### config.mk
export PLATFORM = sky130hd
export DESIGN_NAME = xb_ingress_buffer
export DESIGN_NICKNAME = d
export VERILOG_FILES = /design/src/xb_pkg.sv /design/src/xb_ingress_buffer.sv
export VERILOG_INCLUDE_DIRS = /design/src
export SDC_FILE = /design/constraint.sdc
export NUM_CORES = 2
export LEC_CHECK = 0
export BUFFER_PORTS_ARGS = -buffer_cell sky130_fd_sc_hd__buf_2
export CORE_AREA = 2 2 460 462
export CTS_CLUSTER_DIAMETER = 50
export CTS_CLUSTER_SIZE = 16
export DETAILED_ROUTE_END_ITERATION = 8
export DIE_AREA = 0 0 462 464
export GPL_ROUTABILITY_DRIVEN = 0
export GPL_TIMING_DRIVEN = 1
export SYNTH_ARGS = -nofsm -noshare
export SYNTH_HDL_FRONTEND = slang
export SYNTH_SLANG_ARGS = --single-unit
### constraint.sdc
create_clock -name clk -period 6.1 [get_ports clk]
set_clock_uncertainty 0.15 [all_clocks]
set_input_delay 0.61 -clock clk [delete_from_list [all_inputs] [get_ports clk]]
set_output_delay 0.61 -clock clk [all_outputs]
set_load 0.005 [all_outputs]
### src/xb_macros.svh
`ifndef XB_MACROS_SVH
`define XB_MACROS_SVH

// ----------------------------------------------------------------------
// Crossbar geometry
// ----------------------------------------------------------------------

// Number of ingress and egress ports, and the width of a port index
`define XB_NPORTS 4
`define XB_PORT_W 2

// Width of a packet word
`define XB_DATA_W 64

// Endpoint ID width, taken from the low bits of the header word
`define XB_EPID_W 16

// ----------------------------------------------------------------------
// Storage sizes
// ----------------------------------------------------------------------

// Routing table holds 2**XB_TBL_LOG2 entries
`define XB_TBL_LOG2 3

// Ingress buffer holds 2**XB_BUF_LOG2 words, which also caps packet length
`define XB_BUF_LOG2 5

// Egress used when an endpoint ID has no table entry
`define XB_DEFAULT_PORT 0

`endif
### src/xb_pkg.sv
`default_nettype none

`include "xb_macros.svh"

package xb_pkg;

  // ----------------------------------------------------------------------
  // Vector types
  // ----------------------------------------------------------------------

  typedef logic [`XB_DATA_W-1:0] xb_word_t;
  typedef logic [`XB_EPID_W-1:0] xb_epid_t;
  typedef logic [`XB_PORT_W-1:0] xb_port_t;

  // One bit per port, bit n belongs to port n
  typedef logic [`XB_NPORTS-1:0] xb_port_mask_t;

  // Egress arbiter FSM, idle or holding a grant for a whole packet
  typedef enum logic {
    ARB_IDLE,
    ARB_PKT
  } xb_arb_state_t;

  // Round-robin pick shared by the table and the egress arbiters
  // The port right after last has the highest priority and last itself the
  // lowest. The index adds wrap modulo the port count
  function automatic xb_port_t xb_rr_next(input xb_port_mask_t req, input xb_port_t last);
    xb_port_t idx;
    xb_rr_next = last;
    for (int i = `XB_NPORTS; i >= 1; i--) begin
      idx = last + i[`XB_PORT_W-1:0];
      if (req[idx]) begin
        xb_rr_next = idx;
      end
    end
  endfunction

endpackage

`default_nettype wire

### src/xb_ingress_buffer.sv
`timescale 1ns/1ns
`default_nettype none

`include "xb_macros.svh"

module xb_ingress_buffer
  import xb_pkg::*;
(
  input  wire                clk,
  input  wire                reset,
  input  wire xb_word_t      i_in_data,
  input  wire                i_in_last,
  input  wire                i_in_valid,
  output logic               o_in_ready,
  output logic               o_lookup_req,
  output xb_epid_t           o_lookup_epid,
  input  wire                i_result_valid,
  input  wire                i_result_hit,
  input  wire xb_port_t      i_result_port,
  output xb_word_t           o_head_data,
  output logic               o_head_last,
  output logic               o_head_valid,
  output xb_port_t           o_head_port,
  input  wire xb_port_mask_t i_egress_take
);

  localparam int BUF_DEPTH = 1 << `XB_BUF_LOG2;
  localparam int DQ_LOG2   = 2;
  localparam int DQ_DEPTH  = 1 << DQ_LOG2;

  // Packet memory with a last flag per word
  xb_word_t                buf_data [BUF_DEPTH];
  logic [BUF_DEPTH-1:0]    buf_last;
  logic [`XB_BUF_LOG2-1:0] wr_ptr;
  logic [`XB_BUF_LOG2-1:0] rd_ptr;
  logic [`XB_BUF_LOG2:0]   word_cnt;
  logic                    in_body;

  // Destination queue, one entry per packet in the buffer
  // Entries are allocated at the header, resolved in order by the table,
  // and freed when the last word of the packet leaves
  xb_epid_t                dq_epid [DQ_DEPTH];
  xb_port_t                dq_port [DQ_DEPTH];
  logic [DQ_LOG2:0]        dq_wr;
  logic [DQ_LOG2:0]        dq_lk;
  logic [DQ_LOG2:0]        dq_rd;
  logic                    dq_full;
  // Complete packets stored, never more than the queue depth
  logic [DQ_LOG2:0]        pkt_cnt;

  logic                    push;
  logic                    hdr_push;
  logic                    pop;
  logic                    pkt_in;
  logic                    pkt_out;

  // ----------------------------------------------------------------------
  // Flow control
  // ----------------------------------------------------------------------

  assign dq_full    = (dq_wr[DQ_LOG2] != dq_rd[DQ_LOG2]) &&
                      (dq_wr[DQ_LOG2-1:0] == dq_rd[DQ_LOG2-1:0]);
  assign o_in_ready = !word_cnt[`XB_BUF_LOG2] && !dq_full;

  assign push     = i_in_valid && o_in_ready;
  assign hdr_push = push && !in_body;
  assign pkt_in   = push && i_in_last;
  // At most one egress takes from this ingress at a time
  assign pop      = |i_egress_take;
  assign pkt_out  = pop && o_head_last;

  // Lookups are issued for the oldest unresolved entry
  assign o_lookup_req  = (dq_lk != dq_wr);
  assign o_lookup_epid = dq_epid[dq_lk[DQ_LOG2-1:0]];

  // ----------------------------------------------------------------------
  // Head of buffer
  // ----------------------------------------------------------------------

  // Packets leave in arrival order, so the head packet is complete whenever
  // any packet is complete. It also needs its destination resolved
  assign o_head_valid = (pkt_cnt != '0) && (dq_lk != dq_rd);
  assign o_head_data  = buf_data[rd_ptr];
  assign o_head_last  = buf_last[rd_ptr];
  assign o_head_port  = dq_port[dq_rd[DQ_LOG2-1:0]];

  // ----------------------------------------------------------------------
  // Control registers
  // ----------------------------------------------------------------------

  always_ff @(posedge clk) begin
    if (reset) begin
      wr_ptr   <= '0;
      rd_ptr   <= '0;
      word_cnt <= '0;
      in_body  <= 1'b0;
      dq_wr    <= '0;
      dq_lk    <= '0;
      dq_rd    <= '0;
      pkt_cnt  <= '0;
    end else begin
      if (push) begin
        wr_ptr  <= wr_ptr + 1'b1;
        in_body <= !i_in_last;
      end
      if (pop) begin
        rd_ptr <= rd_ptr + 1'b1;
      end
      case ({push, pop})
        2'b10:   word_cnt <= word_cnt + 1'b1;
        2'b01:   word_cnt <= word_cnt - 1'b1;
        default: word_cnt <= word_cnt;
      endcase
      case ({pkt_in, pkt_out})
        2'b10:   pkt_cnt <= pkt_cnt + 1'b1;
        2'b01:   pkt_cnt <= pkt_cnt - 1'b1;
        default: pkt_cnt <= pkt_cnt;
      endcase
      if (hdr_push) begin
        dq_wr <= dq_wr + 1'b1;
      end
      // The table only answers an outstanding request
      if (i_result_valid) begin
        dq_lk <= dq_lk + 1'b1;
      end
      if (pkt_out) begin
        dq_rd <= dq_rd + 1'b1;
      end
    end
  end

  // ----------------------------------------------------------------------
  // Storage
  // ----------------------------------------------------------------------

  always_ff @(posedge clk) begin
    if (push) begin
      buf_data[wr_ptr] <= i_in_data;
      buf_last[wr_ptr] <= i_in_last;
    end
    if (hdr_push) begin
      dq_epid[dq_wr[DQ_LOG2-1:0]] <= i_in_data[`XB_EPID_W-1:0];
    end
    // A miss sends the packet to the default egress
    if (i_result_valid) begin
      dq_port[dq_lk[DQ_LOG2-1:0]] <= i_result_hit ? i_result_port
                                                  : xb_port_t'(`XB_DEFAULT_PORT);
    end
  end

endmodule

`default_nettype wire

Word level (Yosys, flattened, before mapping)
Memory sizes are Yosys's and may differ from the RTL's. A register that Yosys moved wholly into a read port is not among the register bits.
Cells that the tools add are included.
{ "classes": {"n_addsub": 9, "magnitude_cmp": 3, "eq_ne": 8, "n_mux": 20, "reduce_logical": 16} }
{ "ops": {"columns": ["operator", "n"], "rows": [
  ["$bwmux W32", 1],
  ["$add A3 B1 Y3 const B", 4],
  ["$lt A5 B6 Y1 const B", 2],
  ["$pmux W6 S2", 1],
  ["$add A5 B1 Y5 const B", 2],
  ["$mux W2", 5],
  ["$mux W5", 2],
  ["$logic_and A1 B1 Y1", 8],
  ["$mux W1", 8],
  ["$add A6 B1 Y6 const B", 1],
  ["$ne A3 B3 Y1", 2],
  ["$pmux W3 S2", 1],
  ["$sub A6 B1 Y6 const B", 1],
  ["$bmux W1 S5", 1],
  ["$demux W1 S5", 1],
  ["$ge A5 B1 Y1 const B", 1],
  ["$eq A2 B1 Y1 const B", 2],
  ["$eq A2 B2 Y1 const B", 2],
  ["$logic_not A1 Y1", 4],
  ["$reduce_bool A2 Y1", 2],
  ["$reduce_or A4 Y1", 1],
  ["$reduce_bool A3 Y1", 1],
  ["$sub A3 B1 Y3 const B", 1],
  ["$eq A2 B2 Y1", 1],
  ["$ne A1 B1 Y1", 1]
]} }
{ "word_totals": {"register_bits": 61, "ram_bits": 2120, "input_bits": 76, "out_inout_bits": 86, "wordCells": 68, "mem_count": 3} }
{ "mem_list": {"columns": ["memory", "words", "word_bits", "read_ports", "rd_ports_with_merged_regs", "write_ports", "line", "text"], "rows": [
  ["buf_data", 32, 64, 1, 1, 1, "xb_ingress_buffer.sv:32", "xb_word_t buf_data [BUF_DEPTH];"],
  ["dq_epid", 4, 16, 1, 1, 1, "xb_ingress_buffer.sv:42", "xb_epid_t dq_epid [DQ_DEPTH];"],
  ["dq_port", 4, 2, 1, 1, 1, "xb_ingress_buffer.sv:43", "xb_port_t dq_port [DQ_DEPTH];"]
]} }

Logic depth before layout (Yosys ltp)
{ "logic_depth": {"ltp_word": 8, "mapped_depth": 13, "depth_no_buf": 12} }

Worst setup path after synthesis
No wires, ideal clock.
{ "synth_timing": {"kind": "reg-to-reg", "from": "reg dq_wr[0]", "to": "mem buf_data[23][0] (netlist bit) (enable)", "setup_ns": 0.489, "t_arrival_ns": 4.072, "t_required_ns": 5.461, "slack_ns": 1.389, "stages_incl_launch_ff": 6, "path_buffers": 0, "synth_period_minus_slack_ns": 4.711, "path_cell_list": "dfxtp_1 xor2_1 nor3_1 nor3b_2 nand2_1 nor2_1"} }
{ "synth_via": {"elab_chain_len": 7} }
{ "synth_lines": {"columns": ["element", "line", "text"], "rows": [
  ["start: declaration", "xb_ingress_buffer.sv:44", "logic [DQ_LOG2:0] dq_wr;"],
  ["start signal: assignment", "xb_ingress_buffer.sv:120", "dq_wr <= dq_wr + 1'b1;"],
  ["$eq A2 B2 Y1", "xb_ingress_buffer.sv:62", "(dq_wr[DQ_LOG2-1:0] == dq_rd[DQ_LOG2-1:0]);"],
  ["$logic_and A1 B1 Y1", "xb_ingress_buffer.sv:61", "assign dq_full = (dq_wr[DQ_LOG2] != dq_rd[DQ_LOG2]) &&"],
  ["$logic_not A1 Y1", "xb_ingress_buffer.sv:63", "assign o_in_ready = !word_cnt[`XB_BUF_LOG2] && !dq_full;"],
  ["$logic_and A1 B1 Y1", "xb_ingress_buffer.sv:63", null],
  ["$logic_and A1 B1 Y1", "xb_ingress_buffer.sv:65", "assign push = i_in_valid && o_in_ready;"],
  ["$mux W1", "xb_ingress_buffer.sv:137", "if (push) begin"],
  ["$mux W1 (implied by the code)", "xb_ingress_buffer.sv:138", "buf_data[wr_ptr] <= i_in_data;"],
  ["end: declaration", "xb_ingress_buffer.sv:32", null]
]} }
No other way between the ends.

==> impl_metrics.env <==
export IMPL_drt_pre_antenna_iters=7
export IMPL_io_buffers=161
export IMPL_synth_top_area_share_pct=77.6
export IMPL_cts_root_buf="clkbuf_16"
export IMPL_clock_path_buffers=3
export IMPL_yosysSeqAreaShare_pct=78.5
export IMPL_nNetsFinal=3713
export IMPL_die_y_um=464
export IMPL_start_util_pct=39.8
export IMPL_power_density_nw_per_um2=336
export IMPL_tightest_slew_ns=1.37
export IMPL_drive_above_1_share_pct=34.9
export IMPL_setup_worst_path_start_class="flip-flop"
export IMPL_path_cells="buf_4, mux4_2, mux4_2, mux2_2, buf_2"
export IMPL_fmax_ghz=0.219
export IMPL_drt_iter0_drc=4381
export IMPL_grt_pass1_vias=38300
export IMPL_cap_violations=0
export IMPL_rsz0062_at_grt="false"
export IMPL_power_leakage_nw=28.5
export IMPL_die_x_um=462
export IMPL_viasPerCell=5.70
export IMPL_crit_top_cell="mux4_2"
export IMPL_crit_type="reg2out"
export IMPL_timing_final_ws_setup_ns=1.54
export IMPL_syn_area_sq_um=83300
export IMPL_antenna_found_initial=17
export IMPL_wl_per_cell_um=31.4
export IMPL_yosysWarnings=0
export IMPL_cts_clk_slew_worst_paths_ns=0.07
export IMPL_cpPeakStageDelay_ns=0.71
export IMPL_postSynthCellCount=3331
export IMPL_vdd_ir_drop_max_uv=318
export IMPL_place_ws_ns=2.25
export IMPL_min_period_ns=4.56
export IMPL_timing_final_crit_share_pct=74.8
export IMPL_n_fill_cell=17100
export IMPL_cts_buffers_inserted=185
export IMPL_relSlewSlack_pct=8.75
export IMPL_setup_viol=0
export IMPL_grt_overflow=0
export IMPL_cts_tree="built"
export IMPL_status="finished clean"
export IMPL_synth_main_ff_cell="edfxtp_1"
export IMPL_worstPathMaxFanout=34
export IMPL_core_area_sq_um=209000
export IMPL_cp_slowest_cell="buf_4"
export IMPL_wl_mm=205
export IMPL_drc=0
export IMPL_synth_top_cell_by_area="edfxtp_1"
export IMPL_critPathBufInv=2
export IMPL_syn2layout_area_growth_pct=13.4
export IMPL_end_kind="primary output"
export IMPL_avgSynthCellArea_sq_um=25.0
export IMPL_ys_async_sr_fraction_pct=0
export IMPL_hold_viol_final=0
export IMPL_fp_row_count=168
export IMPL_htreeDepth=4
export IMPL_globalRouteTotalUtil_pct=19.2
export IMPL_clock_sinks=2190
export IMPL_num_vias=37300
export IMPL_synth_edf_count=2152
export IMPL_path_delay_family="multiplexers"
export IMPL_postCtsSetupRepairBufs=0
export IMPL_ys_top_cells_by_count="edfxtp_1 (2,152), mux4_2 (658), clkbuf_1 (81)"
export IMPL_worstSkewPairLatency_ns=0.81
export IMPL_ios=162
export IMPL_synth_ff_latch_count=2190
export IMPL_worstPathArrival_ns=3.80
export IMPL_die_area_sq_um=214000
export IMPL_grt_pass1_wl_mm=289
export IMPL_synth_cell_types=43
export IMPL_ys_top_cells_by_area="edfxtp_1 (78%), mux4_2 (18%), mux2_2 (0.95%)"
export IMPL_fin_setup_tns_ns=0
export IMPL_grt_start_max_net_pins=86
export IMPL_syn_num_nets=3426
export IMPL_synth_most_common_cell="edfxtp_1"
export IMPL_detail_route_antenna_nets=0
export IMPL_required_ns=5.34
export IMPL_finalMaxSlewViolations=0
export IMPL_place_hpwl_mm=104
export IMPL_min_path_type="in2reg"
metrics by stage:
step           instance area [sq um]  cells  utilization (%)  hold slack (ns)  power [W]
2_1_floorplan                  83300   3331                -            0.308     0.0191
3_3_place_gp                   88500   6235             42.3            0.342     0.0202
3_5_place_dp                   88500   6235             42.3            0.335     0.0202
4_1_cts                        94500   6545             45.2           0.0123     0.0321
5_1_grt                        94500   6545             45.2           0.0831     0.0328
6_report                       94500   6549             45.2           0.0653     0.0318
layer usage:
metal	global-route usage [%]	part of all wire, %
met1	27.3	42
met2	31.0	49
met3	3.06	6.5
met5	0	0.044
met4	4.67	2.1
registers in the layout, indices dropped and copies added (netlist names), named ones only:
register,count
pkt_cnt,3
dq_lk,3
rd_ptr,5
wr_ptr,5
buf_data,2048
dq_port,8
dq_epid,64
buf_last,32
word_cnt,6
in_body,1
dq_wr,3
dq_rd,3
cell usage in the layout (no fill, tap or decap), drive strengths merged, types with 16 or more instances in the layout:
cell type | synthesis | routed
clkinv | 0 | 43
bufinv | 0 | 17
nor2 | 62 | 62
inv | 17 | 43
buf | 88 | 268
mux2 | 70 | 70
ha | 18 | 18
xnor2 | 16 | 16
edfxtp | 2152 | 2152
clkbuf | 81 | 214
mux4 | 658 | 658
nand2 | 19 | 19
mux2i | 17 | 17
dfxtp | 38 | 38
kinds of logic after synthesis:
kind of cell | share of synthesized area [%]
flip-flops | 78.5
multiplexers | 18.9
buffers and inverters | 0.997
AND/OR/NAND/NOR | 0.694
AO/OA/AOI/OAI | 0.318
XOR/XNOR | 0.273
adder cells (fa/ha/maj) | 0.294
cell type report:
type                    instances  area [sq um]  area share [%]
well taps                    2805          3510            3.71
clock inverters                95          1140            1.21
diodes                          4          10.0          0.0106
multi-input cells             955         17300            18.3
flip-flops and latches       2190         65400            69.2
repair buffers                269          2160            2.28
clock buffers                 214          4880            5.16
inverters                      17          68.8          0.0728
worst paths after layout:
| check | startpoint | endpoint | slack, ns | cells after the start |
|---|---|---|---|---|
| min reg2reg | pkt_cnt[2]$_SDFFE_PP0P_ | pkt_cnt[2]$_SDFFE_PP0P_ | 0.35 | 2 |
| min | i_result_port[1] | dq_port[3][1]$_DFFE_PP_ | 0.07 | 2 |
| max | flip-flop | o_head_data[35] | 1.54 | 5 |
| max reg2reg | dq_wr[0]$_SDFFE_PP0P_ | buf_data[6][5]$_DFFE_PP_ | 2.30 | 7 |
power breakdown:
| part | internal, W | total (W) | leakage, nW | switching [W] |
|---|---|---|---|---|
| logic | 0.00135 | 0.00284 | 5.85 | 0.00149 |
| clock network | 0.00651 | 0.0120 | 2.91 | 0.00546 |
| registers | 0.0168 | 0.0170 | 19.7 | 0.000157 |
what timing repair did:
action	in CTS	in global routing
gates resized for setup	0	0
hold buffers	1	0
endpoints found under the hold margin	4	0
No activity file was read; power rests on OpenSTA's default activity.
