**src/xb_macros.svh**
```systemverilog
`ifndef XB_MACROS_SVH
`define XB_MACROS_SVH

// ----------------------------------------------------------------------
// Crossbar geometry
// ----------------------------------------------------------------------

// Number of ingress and egress ports, and the width of a port index
`define XB_NPORTS 4
`define XB_PORT_W 2

// Width of a packet word
`define XB_DATA_W 64

// Endpoint ID width, taken from the low bits of the header word
`define XB_EPID_W 16

// ----------------------------------------------------------------------
// Storage sizes
// ----------------------------------------------------------------------

// Routing table holds 2**XB_TBL_LOG2 entries
`define XB_TBL_LOG2 3

// Ingress buffer holds 2**XB_BUF_LOG2 words, which also caps packet length
`define XB_BUF_LOG2 5

// Egress used when an endpoint ID has no table entry
`define XB_DEFAULT_PORT 0

`endif
```
**src/xb_pkg.sv**
```systemverilog
`default_nettype none

`include "xb_macros.svh"

package xb_pkg;

  // ----------------------------------------------------------------------
  // Vector types
  // ----------------------------------------------------------------------

  typedef logic [`XB_DATA_W-1:0] xb_word_t;
  typedef logic [`XB_EPID_W-1:0] xb_epid_t;
  typedef logic [`XB_PORT_W-1:0] xb_port_t;

  // One bit per port, bit n belongs to port n
  typedef logic [`XB_NPORTS-1:0] xb_port_mask_t;

  // Egress arbiter FSM, idle or holding a grant for a whole packet
  typedef enum logic {
    ARB_IDLE,
    ARB_PKT
  } xb_arb_state_t;

  // Round-robin pick shared by the table and the egress arbiters
  // The port right after last has the highest priority and last itself the
  // lowest. The index adds wrap modulo the port count
  function automatic xb_port_t xb_rr_next(input xb_port_mask_t req, input xb_port_t last);
    xb_port_t idx;
    xb_rr_next = last;
    for (int i = `XB_NPORTS; i >= 1; i--) begin
      idx = last + i[`XB_PORT_W-1:0];
      if (req[idx]) begin
        xb_rr_next = idx;
      end
    end
  endfunction

endpackage

`default_nettype wire

```
**src/xb_route_table.sv**
```systemverilog
`timescale 1ns/1ns
`default_nettype none

`include "xb_macros.svh"

module xb_route_table
  import xb_pkg::*;
(
  input  wire                            clk,
  input  wire                            reset,
  input  wire                            i_cfg_stb,
  input  wire xb_epid_t                  i_cfg_epid,
  input  wire xb_port_t                  i_cfg_port,
  output logic                           o_cfg_ack,
  input  wire xb_port_mask_t             i_lookup_req,
  input  wire xb_epid_t [`XB_NPORTS-1:0] i_lookup_epid,
  output xb_port_mask_t                  o_result_valid,
  output xb_port_mask_t                  o_result_hit,
  output xb_port_t                       o_result_port
);

  localparam int TBL_DEPTH = 1 << `XB_TBL_LOG2;

  // Table entries, an ID and a port, qualified by a valid bit
  xb_epid_t                tbl_epid [TBL_DEPTH];
  xb_port_t                tbl_port [TBL_DEPTH];
  logic [TBL_DEPTH-1:0]    tbl_valid;
  // Oldest entry, overwritten by the next write of a new ID
  logic [`XB_TBL_LOG2-1:0] repl_ptr;

  logic                    cfg_hit;
  logic [`XB_TBL_LOG2-1:0] cfg_idx;

  xb_port_mask_t           lk_pending;
  xb_port_t                lk_pick;
  xb_port_t                lk_last;
  xb_epid_t                lk_epid;
  logic                    lk_hit;
  xb_port_t                lk_port;

  // ----------------------------------------------------------------------
  // Configuration write
  // ----------------------------------------------------------------------

  // An ID that is already present is updated in place, so an ID lives in
  // at most one entry and the lookup below never sees two matches
  always_comb begin
    cfg_hit = 1'b0;
    cfg_idx = repl_ptr;
    for (int i = 0; i < TBL_DEPTH; i++) begin
      if (tbl_valid[i] && (tbl_epid[i] == i_cfg_epid)) begin
        cfg_hit = 1'b1;
        cfg_idx = i[`XB_TBL_LOG2-1:0];
      end
    end
  end

  // ----------------------------------------------------------------------
  // Lookup
  // ----------------------------------------------------------------------

  // A requester whose result is on the outputs this cycle still holds its
  // request, so it is left out of the pick for one cycle
  assign lk_pending = i_lookup_req & ~o_result_valid;
  assign lk_pick    = xb_rr_next(lk_pending, lk_last);
  assign lk_epid    = i_lookup_epid[lk_pick];

  // Parallel compare against every entry
  always_comb begin
    lk_hit  = 1'b0;
    lk_port = '0;
    for (int i = 0; i < TBL_DEPTH; i++) begin
      if (tbl_valid[i] && (tbl_epid[i] == lk_epid)) begin
        lk_hit  = 1'b1;
        lk_port = tbl_port[i];
      end
    end
  end

  // ----------------------------------------------------------------------
  // Registers
  // ----------------------------------------------------------------------

  always_ff @(posedge clk) begin
    if (reset) begin
      tbl_valid      <= '0;
      repl_ptr       <= '0;
      o_cfg_ack      <= 1'b0;
      lk_last        <= '0;
      o_result_valid <= '0;
    end else begin
      // The written entry takes part in lookups from the acknowledge cycle on
      o_cfg_ack <= i_cfg_stb;
      if (i_cfg_stb) begin
        tbl_valid[cfg_idx] <= 1'b1;
        if (!cfg_hit) begin
          repl_ptr <= repl_ptr + 1'b1;
        end
      end
      // At most one result strobe per cycle
      o_result_valid <= '0;
      if (|lk_pending) begin
        o_result_valid[lk_pick] <= 1'b1;
        lk_last                 <= lk_pick;
      end
    end
  end

  always_ff @(posedge clk) begin
    if (i_cfg_stb) begin
      tbl_epid[cfg_idx] <= i_cfg_epid;
      tbl_port[cfg_idx] <= i_cfg_port;
    end
    // Port is shared by all requesters, only one valid bit is ever high
    o_result_hit          <= '0;
    o_result_hit[lk_pick] <= lk_hit;
    if (|lk_pending) begin
      o_result_port <= lk_port;
    end
  end

endmodule

`default_nettype wire

```
**config.mk**
```make
export PLATFORM = sky130hd
export DESIGN_NAME = xb_route_table
export DESIGN_NICKNAME = d
export VERILOG_FILES = /design/src/xb_pkg.sv /design/src/xb_route_table.sv
export VERILOG_INCLUDE_DIRS = /design/src
export SDC_FILE = /design/constraint.sdc
export NUM_CORES = 1
export LEC_CHECK = 0
export ABC_AREA = 1
export BUFFER_PORTS_ARGS = -buffer_cell sky130_fd_sc_hd__buf_2
export CORE_MARGIN = 8
export CORE_UTILIZATION = 30
export DETAILED_ROUTE_END_ITERATION = 10
export PLACE_DENSITY_LB_ADDON = 0.3
export SETUP_SLACK_MARGIN = 0.02
export SYNTH_ARGS = -nofsm -noshare
export SYNTH_HDL_FRONTEND = slang
export SYNTH_SLANG_ARGS = --single-unit
```
**constraint.sdc**
```tcl
create_clock -name clk -period 6.3 [get_ports clk]
set_clock_uncertainty 0.1 [all_clocks]
set_input_delay 0.63 -clock clk [delete_from_list [all_inputs] [get_ports clk]]
set_output_delay 0.63 -clock clk [all_outputs]
set_load 0.05 [all_outputs]
```
Yosys cells after proc, flatten, opt, wreduce, memory -nomap -nowiden
Memory sizes are Yosys's and may differ from the RTL's.
Cells that the tools add are included.
{"block": "word_totals", "ff_bits": 24, "mem_bits_rw": 144, "inputBits": 89, "output_inout_bits": 11, "elab_cells": 112, "memories": 2}
{"block": "classes", "add_sub_neg": 4, "n_lt_le_gt_ge": 7, "n_eq_ne": 16, "mux": 49, "bitwise_logic": 6, "n_reduce_logical": 21}
{"memory": "tbl_epid", "depth": 8, "width": 16, "rd": 8, "rd_ports_with_merged_regs": 0, "write_ports": 1, "line_no": "xb_route_table.sv:25", "source": "xb_epid_t tbl_epid [TBL_DEPTH];"}
{"memory": "tbl_port", "depth": 8, "width": 2, "rd": 8, "rd_ports_with_merged_regs": 0, "write_ports": 1, "line_no": "xb_route_table.sv:26", "source": "xb_port_t tbl_port [TBL_DEPTH];"}
{"op": "16-bit == test", "n": 16}
{"op": "16-bit binary-select mux with 2-bit select", "n": 1}
{"op": "3-bit 2-to-1 mux", "n": 8}
{"op": "1-bit 2-to-1 mux", "n": 23}
{"op": "2-bit 2-to-1 mux", "n": 11}
{"op": "1-bit logical AND", "n": 18}
{"op": "16-bit 2-to-1 mux", "n": 1}
{"op": "2-bit by 3-bit less-than comparator with 1-bit output, second input constant", "n": 4}
{"op": "4-bit AND", "n": 2}
{"op": "8-bit OR", "n": 1}
{"op": "1-bit binary-select mux with 2-bit select", "n": 3}
{"op": "2-bit adder, second input constant", "n": 2}
{"op": "3-bit by 4-bit less-than comparator with 1-bit output, second input constant", "n": 1}
{"op": "4-bit inverter", "n": 1}
{"op": "4-bit OR reduction", "n": 1}
{"op": "3-bit by 1-bit adder with 3-bit output, second input constant", "n": 1}
{"op": "1-bit demux with 3-bit select", "n": 1}
{"op": "3-bit by 1-bit >= comparator with 1-bit output, second input constant", "n": 1}
{"op": "2-bit by 1-bit adder with 2-bit output, second input constant", "n": 1}
{"op": "1-bit demux with 2-bit select", "n": 1}
{"op": "2-bit by 1-bit >= comparator with 1-bit output, second input constant", "n": 1}
{"op": "1-bit inverter", "n": 2}
{"op": "2-bit AND reduction", "n": 1}
{"op": "2-bit OR reduction", "n": 1}

Depth between registers and ports, before layout
{"block": "depth", "depth_word": 20, "depth_mapped": 32, "ltp_nobuf": 29}

Least setup slack after synthesis
No wires, ideal clock.
{"block": "synth_timing", "kind": "input-to-reg", "startpoint": "in i_cfg_epid[3]", "endpoint": "mem tbl_epid[0][0] (netlist bit), enable pin", "setup_ns": 0.373, "t_arrival_ns": 2.766, "required_time_ns": 5.827, "path_slack_ns": 3.061, "stages": 15, "n_path_buf": 1, "cell_sequence": "clkbuf_1 > inv_1 > nor2_1 > nor4_1 > nand2_1 > nor3b_1 > nand4_1 > nor4_1 > nand2b_1 > a31oi_1 > nor2_1 > inv_1 > nor2_1 > nand2_1 > inv_1"}
{"block": "synth_via", "elab_chain_len": 10, "word_cells_on_any_way": 24, "cone_classes": "8 x eq/ne; 8 x mux; 8 x reduce/logical"}
{"item": "from (decl)", "line_no": "xb_route_table.sv:12", "source": "input wire xb_epid_t i_cfg_epid,"}
{"item": "16-bit == test", "line_no": "xb_route_table.sv:51", "source": "if (tbl_valid[i] && (tbl_epid[i] == i_cfg_epid)) begin"}
{"item": "1-bit logical AND", "line_no": "xb_route_table.sv:51"}
{"item": "3-bit 2-to-1 mux (7 in series)", "line_no": "xb_route_table.sv:51"}
{"item": "3-bit 2-to-1 mux (*)", "line_no": "xb_route_table.sv:51"}
{"item": "to (decl)", "line_no": "xb_route_table.sv:25"}
Every way passes the cells marked *; elsewhere a longest branch is shown, timed or not.

Worst setup path after layout
{"block": "layout_timing", "startpoint": "reg lk_last[0]", "endpoint": "reg o_result_port[1] (data pin)"}
{"block": "layout_via", "elab_chain_len": 18, "word_cells_on_any_way": 38, "cone_classes": "3 x add/sub; 8 x eq/ne; 19 x mux; 8 x reduce/logical"}
{"item": "from (decl)", "line_no": "xb_route_table.sv:36", "source": "xb_port_t lk_last;"}
{"item": "from (signal assigned)", "line_no": "xb_route_table.sv:104", "source": "lk_last <= lk_pick;"}
{"item": "2-bit adder", "line_no": "xb_pkg.sv:31", "source": "idx = last + i[`XB_PORT_W-1:0];"}
{"item": "1-bit binary-select mux with 2-bit select", "line_no": "xb_pkg.sv:32", "source": "if (req[idx]) begin"}
{"item": "1-bit 2-to-1 mux (not written as such)", "line_no": "xb_pkg.sv:32"}
{"item": "2-bit 2-to-1 mux (2 in series)", "line_no": "xb_pkg.sv:32"}
{"item": "2-bit 2-to-1 mux (*)", "line_no": "xb_pkg.sv:32"}
{"item": "16-bit binary-select mux with 2-bit select (*)", "line_no": "xb_route_table.sv:66", "source": "assign lk_epid = i_lookup_epid[lk_pick];"}
{"item": "16-bit 2-to-1 mux (not written as such) (*)", "line_no": "xb_route_table.sv:66"}
{"item": "16-bit == test", "line_no": "xb_route_table.sv:73", "source": "if (tbl_valid[i] && (tbl_epid[i] == lk_epid)) begin"}
{"item": "1-bit logical AND", "line_no": "xb_route_table.sv:73"}
{"item": "2-bit 2-to-1 mux (7 in series)", "line_no": "xb_route_table.sv:73"}
{"item": "2-bit 2-to-1 mux (*)", "line_no": "xb_route_table.sv:73"}
{"item": "net lk_port[1]", "line_no": "xb_route_table.sv:39", "source": "xb_port_t lk_port;"}
{"item": "to (signal assigned)", "line_no": "xb_route_table.sv:118", "source": "o_result_port <= lk_port;"}
{"item": "to (decl)", "line_no": "xb_route_table.sv:19", "source": "output xb_port_t o_result_port"}
The timed path passes the listed nets; every way through them passes the cells marked *. The select of a mux whose other input is x is not followed.
A chain may end at the register's enable or synchronous reset.

==> summary.txt <==
Clock network
  • Cts hold-fix bufs: 0
  • Setup repair bufs after CTS: 0
  • CTS buffer count: 17
  • CTS tree: yes
  • Clock latency on the worst-skew pair: 0.45 ns
  • # H-tree levels: 4
  • Clk slew on worst S/H paths: around 0.08 ns
  • CTS Root Cell: clkbuf_16
  • Clk sinks: between 150 and 200
  • CTS max path bufs: 2
  • Post-CTS Resized: 0

STA
  • FMAX: about 210 MHz
  • Final slew viol count: 0
  • Slew margin rel.: 22.89%
  • Worst-Margin Slew: 1.128 ns
  • Period utilization: around three quarters
  • Minimum clock period: 4.684 ns
  • RSZ-0062 raised after global routing: no
  • Final setup viols: 0
  • Setup TNS Final: 0 ns
  • Hold Vio Cnt, Final: 0

Global route
  • Number of global-route vias before repair: around 9200
  • Initial antenna violation count: 0
  • Global-route wire length before repair: roughly 56000 um
  • Largest net degree at the start of global routing: 32
  • Overall routing resource usage: ~18%
  • Final global-route overflow total: 0

Cells and area
  • Final Util: between 30% and 40%
  • Antenna cells: 0
  • Area Growth Syn to Fin: 13.55%
  • Most common cell after layout, fill and taps aside: nand2_1
  • Multi-input logic area: roughly 0.0047 mm^2
  • Layout Nets: around 1500
  • FF/Latch Area: approximately 0.0048 mm^2
  • Most frequent cells in the layout: nand2_1 (334), inv_1 (220), nor2_1 (160)
  • FILL cells: between 3000 and 4000
  • Share of cells above drive strength 1: 14.58%

Detailed routing
  • DRC Markers: 0
  • Routed vias: about 9500
  • Iteration-0 DRC Markers: just over 800
  • Wire length on met1: approximately 17000 um
  • Total wire length: between 30000 and 40000 um
  • Top layer in use: met4
  • Avg Vias per Cell: between 5 and 6
  • WL per Instance: around 20 um
  • Routed Antenna Nets: 0
  • Drt pass-1 iters: 6
  • Met3 WL: 2779 um
  • Met2 Wirelength: approximately 18000 um

Setup path
  • CP Class: reg -> reg
  • Critical Path Source Type: register
  • CP Capture Type: register
  • Worst Reg2Reg Path Length in Cells: 19
  • Worst Path Required: 6.42 ns
  • CP arrival: 4.80 ns
  • CP max FO: 16

Logic synthesis
  • Netlist cell types: 50
  • Syn_area_per_cell: between 7 and 8 um^2
  • Yosys reg bits: around 170
  • Area contributors post-synth: edfxtp_1 (41%), nand2_1 (12%), inv_1 (7.7%)
  • Mapped cell area: around 0.011 mm^2
  • Ys Warns: 0
  • Seq/Total Area, Yosys: 45.27%
  • Post-synth top area share: between 40% and 50%
  • Synth area leader: edfxtp_1
  • Most used DFF post-synth: edfxtp_1
  • Asr flop ratio synth: 0%
  • Post-Syn Nets: between 1000 and 1500
  • Number of flops mapped to enable cells by yosys: 146
  • Mapped Cells: around 1300

Floorplanning
  • Die height: a little over 200 um
  • Die X: between 200 and 250 um
  • Die Area: between 0.04 and 0.05 mm^2
  • Initial Util: between 30 and 40%
  • Std-Cell Rows: 69
  • IO Pins: 100
  • Core ar.: about 0.035 mm^2

Pwr
  • Pwr Total: roughly 5.9 mW
  • Pleak: about 5.5 nW
  • PD cells: between 400 and 500 mW/mm^2
  • Worst vdd ir: between 300 and 400 uV

Outcome
  • Status: finished clean

Placed design
  • # port buffers: 99
  • GPL Wtd Cong: ~0.93
  • Post-DP HPWL: 28970 um

Hold path
  • Hold Path Depth: 3
  • Hold/Removal Path Class: in -> reg

Job
  • Max Cap Viol: 0
[cell families after synthesis]
| logic type | after synthesis | share of synthesized area [%] |
|---|---|---|
| compound gates | 127 | 7.702 |
| xor+xnor | 73 | 6.000 |
| fa+ha+maj | 1 | 0.1174 |
| buf+inv | 266 | 10.40 |
| flops | 168 | 45.27 |
| simple gates | 714 | 30.50 |
[sequential cells by signal, indices dropped and copies added, names as in the netlist, 2 cells and up]
name	flops
o_result_port	2
o_result_hit	4
tbl_epid	128
lk_last	2
tbl_port	16
o_result_valid	4
repl_ptr	3
tbl_valid	8
[layout make-up]
cell class | count | share of cell area, %
Sequential cell | 168 | 39.87
Timing Repair Buffer | 100 | 4.157
Tap cell | 461 | 4.767
Multi-Input combinational cell | 915 | 39.03
Clock inverter | 14 | 1.282
Clock buffer | 18 | 3.629
Inverter | 232 | 7.259
[synthesized netlist by cell type, types with 6 or more instances]
cell,number
nand2_4,13
inv_1,220
buf_4,6
nor3_1,25
edfxtp_1,146
buf_6,9
o22ai_1,44
xor2_1,50
clkbuf_1,17
nand3b_1,19
a221oi_1,7
o21ai_0,22
a21oi_1,20
dfxtp_1,22
nand3_1,61
nand2_2,39
nor4_1,19
nor2_1,160
nand2_1,334
o2111ai_1,12
xnor2_1,23
nand4_1,18
inv_2,9
[worst max-delay path, stage by stage, from the launching register on]
cell and delay, ns:
dfxtp_1 0.60, nor2_1 0.13, nor2_2 0.19, nand3_1 0.11
nand3_1 0.10, nand2_1 0.06, nand2_1 0.05, nand2_1 0.08
a21oi_2 0.77, nand2_1 0.23, nand2_1 0.63, o22ai_1 0.17
nor2_1 0.15, nand3b_1 0.14, nor4_1 0.30, nand3_1 0.30
inv_1 0.16, nor2_1 0.05, nand2_1 0.06, nand2_1 0.05
[worst paths after layout]
| kind | startpoint | to | slack [ns] |
|---|---|---|---|
| worst max-delay path | lk_last[0]$_SDFFE_PP0N_ | o_result_port[1]$_DFFE_PN_ | 1.62 |
| worst min-delay path | i_cfg_stb | o_cfg_ack$_SDFF_PP0_ | 0.38 |
| worst max register to register | lk_last[0]$_SDFFE_PP0N_ | o_result_port[1]$_DFFE_PN_ | 1.62 |
| worst min register to register | tbl_valid[3]$_SDFFE_PP0P_ | tbl_valid[3]$_SDFFE_PP0P_ | 0.39 |
[where the power goes]
part           internal (mW)  switching (mW)  total [mW]  leakage [nW]
registers               1.25          0.0372        1.28          1.51
clock network          0.541           0.525        1.07         0.291
logic                  0.935            2.58        3.52          3.68
[layer usage]
metal	global-route usage (%)	up-vias
met5	0	-
met3	3.218	84
met1	22.71	4440
met2	29.76	450
met4	6.583	0
li1	-	4567
[per-stage QoR]
step	worst slack (ns)	instances	hold WS [ns]	cell area, um^2
6_report	1.616	1908	0.3827	12100
5_1_grt	1.236	1908	0.3989	12100
4_1_cts	1.598	1908	0.3838	12100
3_5_place_dp	1.580	1876	0.3765	11510
3_3_place_gp	1.619	1876	0.3659	11510
2_1_floorplan	3.061	1349	0.3397	10660
Power figures use the tool's default switching activity.
